**src/rtl/msort_pkg.sv**
```systemverilog
package msort_pkg;

    ////////////////////////////////////////////////////////////////////////////
    // table geometry
    ////////////////////////////////////////////////////////////////////////////

    // one element of the table, one byte
    localparam int ELEM_W    = 8;
    // elements per row
    localparam int COLUMNS   = 3;
    // rows per frame, must be 2**LEVELS
    localparam int ROWS      = 8;
    localparam int LEVELS    = 3;
    localparam int ROW_IDX_W = 3;

    // one fifo per pair sorter or merger in the whole tree
    localparam int NODES     = ROWS - 1;

    typedef logic [ELEM_W-1:0] elem_t;

    // column 0 sits in the low byte
    typedef elem_t [COLUMNS-1:0] row_t;

    // row 0 sits in the low bits
    typedef row_t [ROWS-1:0] frame_t;

    // producer to fifo, row is only looked at when wr is high
    typedef struct packed {
        logic wr;
        row_t row;
    } link_t;

    ////////////////////////////////////////////////////////////////////////////
    // helpers
    ////////////////////////////////////////////////////////////////////////////

    // key column chosen by sort_num
    function automatic elem_t row_key(row_t r, logic sel);
        return sel ? r[1] : r[0];
    endfunction

    // first fifo node of a level, levels are packed one after another
    function automatic int level_base(int lv);
        return ROWS - (ROWS >> lv);
    endfunction

    // sorters or mergers on a level
    function automatic int level_units(int lv);
        return ROWS >> (lv + 1);
    endfunction

endpackage

```
**src/rtl/msort_top.sv**
```systemverilog
`timescale 1ns/1ps

module msort_top import msort_pkg::*; (
    input  logic   clk,
    input  logic   arst_n,
    input  logic   start,
    input  logic   sort_num,
    input  frame_t data_in,
    output frame_t data_out,
    output logic   sorted
);

    ////////////////////////////////////////////////////////////////////////////
    // fifo nodes
    ////////////////////////////////////////////////////////////////////////////

    // level 0 holds nodes 0..3, level 1 nodes 4..5, level 2 node 6
    link_t node_link  [NODES];
    logic  node_empty [NODES];
    row_t  node_head  [NODES];
    logic  node_rd    [NODES];

    ////////////////////////////////////////////////////////////////////////////
    // sort tree
    ////////////////////////////////////////////////////////////////////////////

    for (genvar lv = 0; lv < LEVELS; lv++) begin : g_level
        for (genvar j = 0; j < level_units(lv); j++) begin : g_unit

            if (lv == 0) begin : g_pair
                // adjacent input rows, even one on the a side
                pair_sort u_pair (
                    .clk      (clk),
                    .arst_n   (arst_n),
                    .start    (start),
                    .sort_num (sort_num),
                    .row_a    (data_in[2*j]),
                    .row_b    (data_in[2*j+1]),
                    .out_link (node_link[j])
                );
            end else begin : g_merge
                // even fifo below feeds left, odd one feeds right
                run_merge #(
                    .RUN_LEN (1 << lv)
                ) u_merge (
                    .clk         (clk),
                    .arst_n      (arst_n),
                    .sort_num    (sort_num),
                    .left_empty  (node_empty[level_base(lv-1) + 2*j]),
                    .left_head   (node_head[level_base(lv-1) + 2*j]),
                    .right_empty (node_empty[level_base(lv-1) + 2*j + 1]),
                    .right_head  (node_head[level_base(lv-1) + 2*j + 1]),
                    .left_rd     (node_rd[level_base(lv-1) + 2*j]),
                    .right_rd    (node_rd[level_base(lv-1) + 2*j + 1]),
                    .out_link    (node_link[level_base(lv) + j])
                );
            end

            // deep enough for the whole run written on this level
            row_fifo #(
                .DEPTH_LOG2 (lv + 1)
            ) u_fifo (
                .clk     (clk),
                .arst_n  (arst_n),
                .wr_link (node_link[level_base(lv) + j]),
                .rd      (node_rd[level_base(lv) + j]),
                .empty   (node_empty[level_base(lv) + j]),
                .head    (node_head[level_base(lv) + j])
            );
        end
    end

    ////////////////////////////////////////////////////////////////////////////
    // output
    ////////////////////////////////////////////////////////////////////////////

    // last node holds the fully merged frame
    sort_collect u_collect (
        .clk        (clk),
        .arst_n     (arst_n),
        .fifo_empty (node_empty[NODES-1]),
        .fifo_head  (node_head[NODES-1]),
        .fifo_rd    (node_rd[NODES-1]),
        .data_out   (data_out),
        .sorted     (sorted)
    );

endmodule

```
**src/rtl/pair_sort.sv**
```systemverilog
`timescale 1ns/1ps

module pair_sort import msort_pkg::*; (
    input  logic  clk,
    input  logic  arst_n,
    input  logic  start,
    input  logic  sort_num,
    input  row_t  row_a,
    input  row_t  row_b,
    output link_t out_link
);

    logic swap;
    row_t lo_row;
    row_t hi_row;

    // second row still to be written
    logic pend_q;
    logic wr_q;
    row_t row_q;
    row_t held_q;

    // swap only on a strictly smaller right key, ties keep input order
    always_comb begin
        swap   = row_key(row_b, sort_num) < row_key(row_a, sort_num);
        lo_row = swap ? row_b : row_a;
        hi_row = swap ? row_a : row_b;
    end

    // write strobe, lower row then the other one
    always_ff @(posedge clk or negedge arst_n) begin
        if (!arst_n) begin
            wr_q   <= 1'b0;
            pend_q <= 1'b0;
        end else if (start) begin
            wr_q   <= 1'b1;
            pend_q <= 1'b1;
        end else begin
            wr_q   <= pend_q;
            pend_q <= 1'b0;
        end
    end

    // row payload
    always_ff @(posedge clk) begin
        if (start) begin
            row_q  <= lo_row;
            held_q <= hi_row;
        end else if (pend_q) begin
            row_q  <= held_q;
        end
    end

    assign out_link = '{wr: wr_q, row: row_q};

endmodule

```
**src/rtl/row_fifo.sv**
```systemverilog
`timescale 1ns/1ps

module row_fifo import msort_pkg::*; #(
    parameter int DEPTH_LOG2 = 1
) (
    input  logic  clk,
    input  logic  arst_n,
    input  link_t wr_link,
    input  logic  rd,
    output logic  empty,
    output row_t  head
);

    typedef logic [DEPTH_LOG2-1:0] ptr_t;
    // one bit wider than the pointers so a full buffer can be counted
    typedef logic [DEPTH_LOG2:0]   cnt_t;

    row_t mem [2**DEPTH_LOG2];
    ptr_t wr_ptr;
    ptr_t rd_ptr;
    cnt_t count;

    // storage
    always_ff @(posedge clk) begin
        if (wr_link.wr) begin
            mem[wr_ptr] <= wr_link.row;
        end
    end

    // pointers and occupancy
    always_ff @(posedge clk or negedge arst_n) begin
        if (!arst_n) begin
            wr_ptr <= '0;
            rd_ptr <= '0;
            count  <= '0;
        end else begin
            if (wr_link.wr) begin
                wr_ptr <= wr_ptr + 1'b1;
            end
            if (rd) begin
                rd_ptr <= rd_ptr + 1'b1;
            end
            // simultaneous read and write leaves the count alone
            case ({wr_link.wr, rd})
                2'b10:   count <= count + 1'b1;
                2'b01:   count <= count - 1'b1;
                default: count <= count;
            endcase
        end
    end

    // first word fall through, head valid while not empty
    assign empty = (count == '0);
    assign head  = mem[rd_ptr];

endmodule

```
**src/rtl/run_merge.sv**
```systemverilog
`timescale 1ns/1ps

module run_merge import msort_pkg::*; #(
    parameter int RUN_LEN = 2
) (
    input  logic  clk,
    input  logic  arst_n,
    input  logic  sort_num,
    input  logic  left_empty,
    input  row_t  left_head,
    input  logic  right_empty,
    input  row_t  right_head,
    output logic  left_rd,
    output logic  right_rd,
    output link_t out_link
);

    // counts 0 .. RUN_LEN inclusive
    typedef logic [$clog2(RUN_LEN):0] cnt_t;

    cnt_t left_cnt;
    cnt_t right_cnt;

    logic left_done;
    logic right_done;
    logic left_le;
    logic take_left;
    logic take_right;
    logic last_take;

    logic wr_q;
    row_t row_q;

    ////////////////////////////////////////////////////////////////////////////
    // selection
    ////////////////////////////////////////////////////////////////////////////

    always_comb begin
        // side has given its whole run
        left_done  = (left_cnt == cnt_t'(RUN_LEN));
        right_done = (right_cnt == cnt_t'(RUN_LEN));

        // equal keys go left, keeps the merge stable
        left_le = row_key(left_head, sort_num) <= row_key(right_head, sort_num);

        // while both runs are open both heads are needed for the compare
        take_left  = !left_done && !left_empty &&
                     (right_done || (!right_empty && left_le));
        take_right = !right_done && !right_empty &&
                     (left_done || (!left_empty && !left_le));

        // row 2*RUN_LEN of the merged run
        last_take = (take_left && right_done && left_cnt == cnt_t'(RUN_LEN - 1)) ||
                    (take_right && left_done && right_cnt == cnt_t'(RUN_LEN - 1));
    end

    // pop in the same cycle the row is taken
    assign left_rd  = take_left;
    assign right_rd = take_right;

    ////////////////////////////////////////////////////////////////////////////
    // run counters and output register
    ////////////////////////////////////////////////////////////////////////////

    always_ff @(posedge clk or negedge arst_n) begin
        if (!arst_n) begin
            left_cnt  <= '0;
            right_cnt <= '0;
            wr_q      <= 1'b0;
        end else begin
            wr_q <= take_left || take_right;
            // back to idle for the next pair of runs
            if (last_take) begin
                left_cnt  <= '0;
                right_cnt <= '0;
            end else if (take_left) begin
                left_cnt  <= left_cnt + 1'b1;
            end else if (take_right) begin
                right_cnt <= right_cnt + 1'b1;
            end
        end
    end

    // payload
    always_ff @(posedge clk) begin
        if (take_left) begin
            row_q <= left_head;
        end else if (take_right) begin
            row_q <= right_head;
        end
    end

    assign out_link = '{wr: wr_q, row: row_q};

endmodule

```
**src/rtl/sort_collect.sv**
```systemverilog
`timescale 1ns/1ps

module sort_collect import msort_pkg::*; (
    input  logic   clk,
    input  logic   arst_n,
    input  logic   fifo_empty,
    input  row_t   fifo_head,
    output logic   fifo_rd,
    output frame_t data_out,
    output logic   sorted
);

    logic [ROW_IDX_W-1:0] row_idx;
    logic                 last_row;
    logic                 sorted_q;

    // drain whenever anything is there
    assign fifo_rd  = !fifo_empty;
    assign last_row = (row_idx == ROW_IDX_W'(ROWS - 1));

    ////////////////////////////////////////////////////////////////////////////
    // output table
    ////////////////////////////////////////////////////////////////////////////

    always_ff @(posedge clk or negedge arst_n) begin
        if (!arst_n) begin
            data_out <= '0;
            row_idx  <= '0;
            sorted_q <= 1'b0;
        end else begin
            // one pulse after the write of the last row
            sorted_q <= fifo_rd && last_row;
            if (fifo_rd) begin
                data_out[row_idx] <= fifo_head;
                // wrap for the next frame
                if (last_row) begin
                    row_idx <= '0;
                end else begin
                    row_idx <= row_idx + 1'b1;
                end
            end
        end
    end

    // rows stay in data_out until the next frame overwrites them
    assign sorted = sorted_q;

endmodule

```
**config.mk**
```make
export PLATFORM = sky130hd
export DESIGN_NAME = msort_top
export DESIGN_NICKNAME = d
export VERILOG_FILES = /design/src/rtl/msort_pkg.sv /design/src/rtl/msort_top.sv /design/src/rtl/pair_sort.sv /design/src/rtl/row_fifo.sv /design/src/rtl/run_merge.sv /design/src/rtl/sort_collect.sv
export SDC_FILE = /design/constraint.sdc
export NUM_CORES = 1
export LEC_CHECK = 0
export ABC_CLOCK_PERIOD_IN_PS = 5200
export BUFFER_PORTS_ARGS = -buffer_cell sky130_fd_sc_hd__buf_2
export CAP_MARGIN = 0
export CORE_UTILIZATION = 30
export CTS_CLUSTER_SIZE = 24
export DETAILED_ROUTE_END_ITERATION = 8
export PLACE_DENSITY = 0.56
export SKIP_CTS_REPAIR_TIMING = 1
export SYNTH_ARGS = -nofsm -noshare
export SYNTH_HDL_FRONTEND = slang
export SYNTH_HIERARCHICAL = 1
export SYNTH_SLANG_ARGS = --single-unit
export TNS_END_PERCENT = 50
```
**constraint.sdc**
```tcl
create_clock -name clk -period 5.2 [get_ports clk]
set_input_delay 0 -clock clk [delete_from_list [all_inputs] [get_ports clk]]
set_output_delay 0 -clock clk [all_outputs]
set_load 0.05 [all_outputs]
```
==> impl_metrics.env <==
export IMPL_die_area_um2=163000
export IMPL_max_freq_mhz=244
export IMPL_power_density_nw_per_um2=671
export IMPL_crit_path_end_kind="register"
export IMPL_rsz0062_at_grt="no"
export IMPL_synth_seq_area_share_pct=65.8
export IMPL_routed_wl_mm=107
export IMPL_drive_gt1_share_pct=36.7
export IMPL_path_cells="buf_4, mux2_2, mux2_2, ha_1, nand4_1, inv_1, o21a_1, o31ai_4, buf_4, ha_1, xnor2_1, nor2_1, xor2_1"
export IMPL_synth_area_um2=48300
export IMPL_diodes=0
export IMPL_async_reset_ff_share_pct=23.7
export IMPL_num_rows=146
export IMPL_power_mw=39.7
export IMPL_finalCritPeriodShare_pct=78.7
export IMPL_die_y_um=403
export IMPL_nNetsFinal=3738
export IMPL_vias=25939
export IMPL_grt_max_degree=157
export IMPL_synth_warnings=6
export IMPL_grt_overflow=0
export IMPL_vias_per_cell=4.55
export IMPL_synth_flop_cell="edfxtp_1"
export IMPL_layout_min_cycle_time_ns=4.09
export IMPL_cp_slowest_stage_delay_ns=0.69
export IMPL_io_buffers=388
export IMPL_first_global_vias=25038
export IMPL_cts_inserted_buffers=117
export IMPL_clk_latency_ns=0.76
export IMPL_max_slew_worst_pin_slew_ns=1.21
export IMPL_hold_viol=0
export IMPL_syn_area_per_cell_um2=17.5
export IMPL_grt_pass1_wl_mm=157
export IMPL_final_cell_mix="edfxtp_1 (840), buf_2 (385), mux2_2 (360), dlygate4sd3_1 (292), dfrtp_1 (259)"
export IMPL_syn_inst=2754
export IMPL_p_leak_nw=22.3
export IMPL_htreeDepth=3
export IMPL_dp_slack_ns=1.08
export IMPL_io_pins=389
export IMPL_setup_ws_ns=1.11
export IMPL_cts_clk_slew_worst_paths_ns=0.06
export IMPL_start_util_pct=30.3
export IMPL_fin_tns_setup_ns=0
export IMPL_path_buf_inv=3
export IMPL_die_w_um=403
export IMPL_wl_per_cell_um=18.7
export IMPL_skew_ns=0.0490
export IMPL_syn_to_final_growth_pct=22.5
export IMPL_drt_initial_drc_count=1849
export IMPL_cp_data_required_time_ns=5.84
export IMPL_antenna_found_initial=1
export IMPL_crit_fanout=17
export IMPL_hold_class="input pin to register"
export IMPL_grt_usage_pct=12.5
export IMPL_drc=0
export IMPL_dp_hpwl_mm=69.2
export IMPL_finalSetupViolCount=0
export IMPL_relSlewSlack_pct=18.9
export IMPL_path_class="register to register"
export IMPL_synth_edf_count=840
export IMPL_ys_types=62
export IMPL_final_common_cell="edfxtp_1"
export IMPL_max_cap_viol_count=0
export IMPL_fp_coreArea_um2=159000
export IMPL_synth_seq_cells=1101
export IMPL_arrival_ns=4.74
export IMPL_holdWs_ns=0.202
export IMPL_clk_path_buf_depth=3
export IMPL_cts_root_buf="clkbuf_16"
export IMPL_synth_fp_nets=3039
export IMPL_ant_nets=0
export IMPL_cpLargestDelayFamily="buffers and inverters"
export IMPL_nFillCells=14765
export IMPL_finalMaxSlewViolations=0
export IMPL_cts_tree="built"
export IMPL_cp_start_kind="register"
export IMPL_outcome="complete, no violations"
export IMPL_cts_num_sinks=1101
export IMPL_gp_congestion=0.785
export IMPL_first_pass_iters=5
export IMPL_cpMaxStageDelayCell="o31ai_4"
export IMPL_vdd_drop_max_v=0.000397
synthesized netlist by cell type (all sizes together), types with 7 or more instances:
cell	number	area share [%]
mux4	96	4.6
nor2	129	1.1
mux2i	61	1.3
xnor2	15	0.27
ha	87	2.3
and2	14	0.18
nor2b	7	0.091
clkbuf	50	0.41
inv	48	0.37
o21ai	118	1.3
dfrtp	261	14
edfxtp	840	52
nand2b	9	0.12
a31oi	99	1.3
mux2	537	14
nor3	9	0.093
buf	104	2.3
xor2	26	0.47
nand4	10	0.13
nand2	39	0.30
a21oi	21	0.31
nand3b	100	1.6
worst register-to-register path: cells and delay by family, from the launching register on:
family | cells | cell delay (ns)
XOR/XNOR | 2 | 0.26
adder cells (fa/ha/maj) | 2 | 0.54
AND/OR/NAND/NOR | 2 | 0.23
multiplexers | 2 | 0.67
AO/OA/AOI/OAI | 2 | 0.83
buffers and inverters | 3 | 0.88
flip-flops | 1 | 0.60
kinds of logic after synthesis:
group	count (synthesis)	share of synthesized area, %
flip-flops	1101	65.8
multiplexers	694	19.7
AND/OR/NAND/NOR	347	4.20
AO/OA/AOI/OAI	280	4.19
buffers and inverters	202	3.06
adder cells (fa/ha/maj)	89	2.34
XOR/XNOR	41	0.744
worst paths after layout:
| check | startpoint | endpoint | slack, ns | cells past startpoint |
|---|---|---|---|---|
| min reg2reg | g_level[0].g_unit[2].g_pair.u_pair/out_link[6] | g_level[0].g_unit[2].u_fifo/mem[0][6] | 0.44 | 0 |
| max | g_level[0].g_unit[0].u_fifo/rd_ptr | g_level[0].g_unit[0].u_fifo/count[1] | 1.11 | 13 |
| min in group asynchronous | arst_n | g_level[0].g_unit[2].u_fifo/rd_ptr | 0.44 | 4 |
| max reg2reg | g_level[0].g_unit[0].u_fifo/rd_ptr | g_level[0].g_unit[0].u_fifo/count[1] | 1.11 | 13 |
| min | data_in[17] | g_level[0].g_unit[0].g_pair.u_pair/out_link[17] | 0.20 | 4 |
| max in group asynchronous | arst_n | g_level[2].g_unit[0].u_fifo/rd_ptr[0] | 3.81 | 4 |
registers in the layout (all words and copies together) (netlist names):
| signal | flops |
|---|---|
| g_level.g_unit.u_fifo/mem | 576 |
| u_collect/data_out | 192 |
| g_level.g_unit.g_pair.u_pair/held_q | 96 |
| g_level.g_unit.g_pair.u_pair/out_link | 96 |
| g_level.g_unit.g_merge.u_merge/out_link | 72 |
| g_level.g_unit.u_fifo/count | 18 |
| g_level.g_unit.u_fifo/rd_ptr | 11 |
| g_level.g_unit.u_fifo/wr_ptr | 11 |
| g_level.g_unit.g_merge.u_merge/left_cnt | 7 |
| g_level.g_unit.g_merge.u_merge/right_cnt | 7 |
| g_level.g_unit.g_pair.u_pair/pend_q | 4 |
| g_level.g_unit.g_pair.u_pair/wr_q | 4 |
| g_level.g_unit.g_merge.u_merge/wr_q | 3 |
| u_collect/row_idx | 3 |
| u_collect/sorted | 1 |
power breakdown:
part	leakage [nW]	internal, mW	switching, mW
clock	1.93	4.94	3.55
sequential	11.0	13.8	1.86
combinational	9.34	6.25	9.31
total	22.3	25.0	14.7
metrics by stage:
stage / instances / util [%] / instance area, um2
after global routing: 5701 / 37.2 / 59100
final: 5701 / 37.2 / 59100
after CTS: 5408 / 35.3 / 56200
after detailed placement: 5187 / 32.8 / 52200
after global placement: 5187 / 32.8 / 52200
after floorplan: 2754 / - / 48300
layer usage:
metal | global-route usage [%] | vias to the layer above | routed length [um] | part of all wire, %
li1 | - | 12072 | - | -
met1 | 17.5 | 13097 | 50300 | 47
met2 | 19.8 | 616 | 49600 | 46
met3 | 2.35 | 154 | 4570 | 4.3
met4 | 3.48 | 0 | 2340 | 2.2
met5 | 0 | - | 0 | 0
cell type report:
type | count | area, um2 | area share (%)
flip-flops and latches | 1101 | 31800 | 53.7
clock inverters | 59 | 743 | 1.26
inverters | 48 | 180 | 0.305
well taps | 2146 | 2690 | 4.54
multi-input cells | 1451 | 15100 | 25.6
clock buffers | 162 | 3280 | 5.54
repair buffers | 734 | 5350 | 9.06
Note: power is estimated with default switching activity, not from simulation.
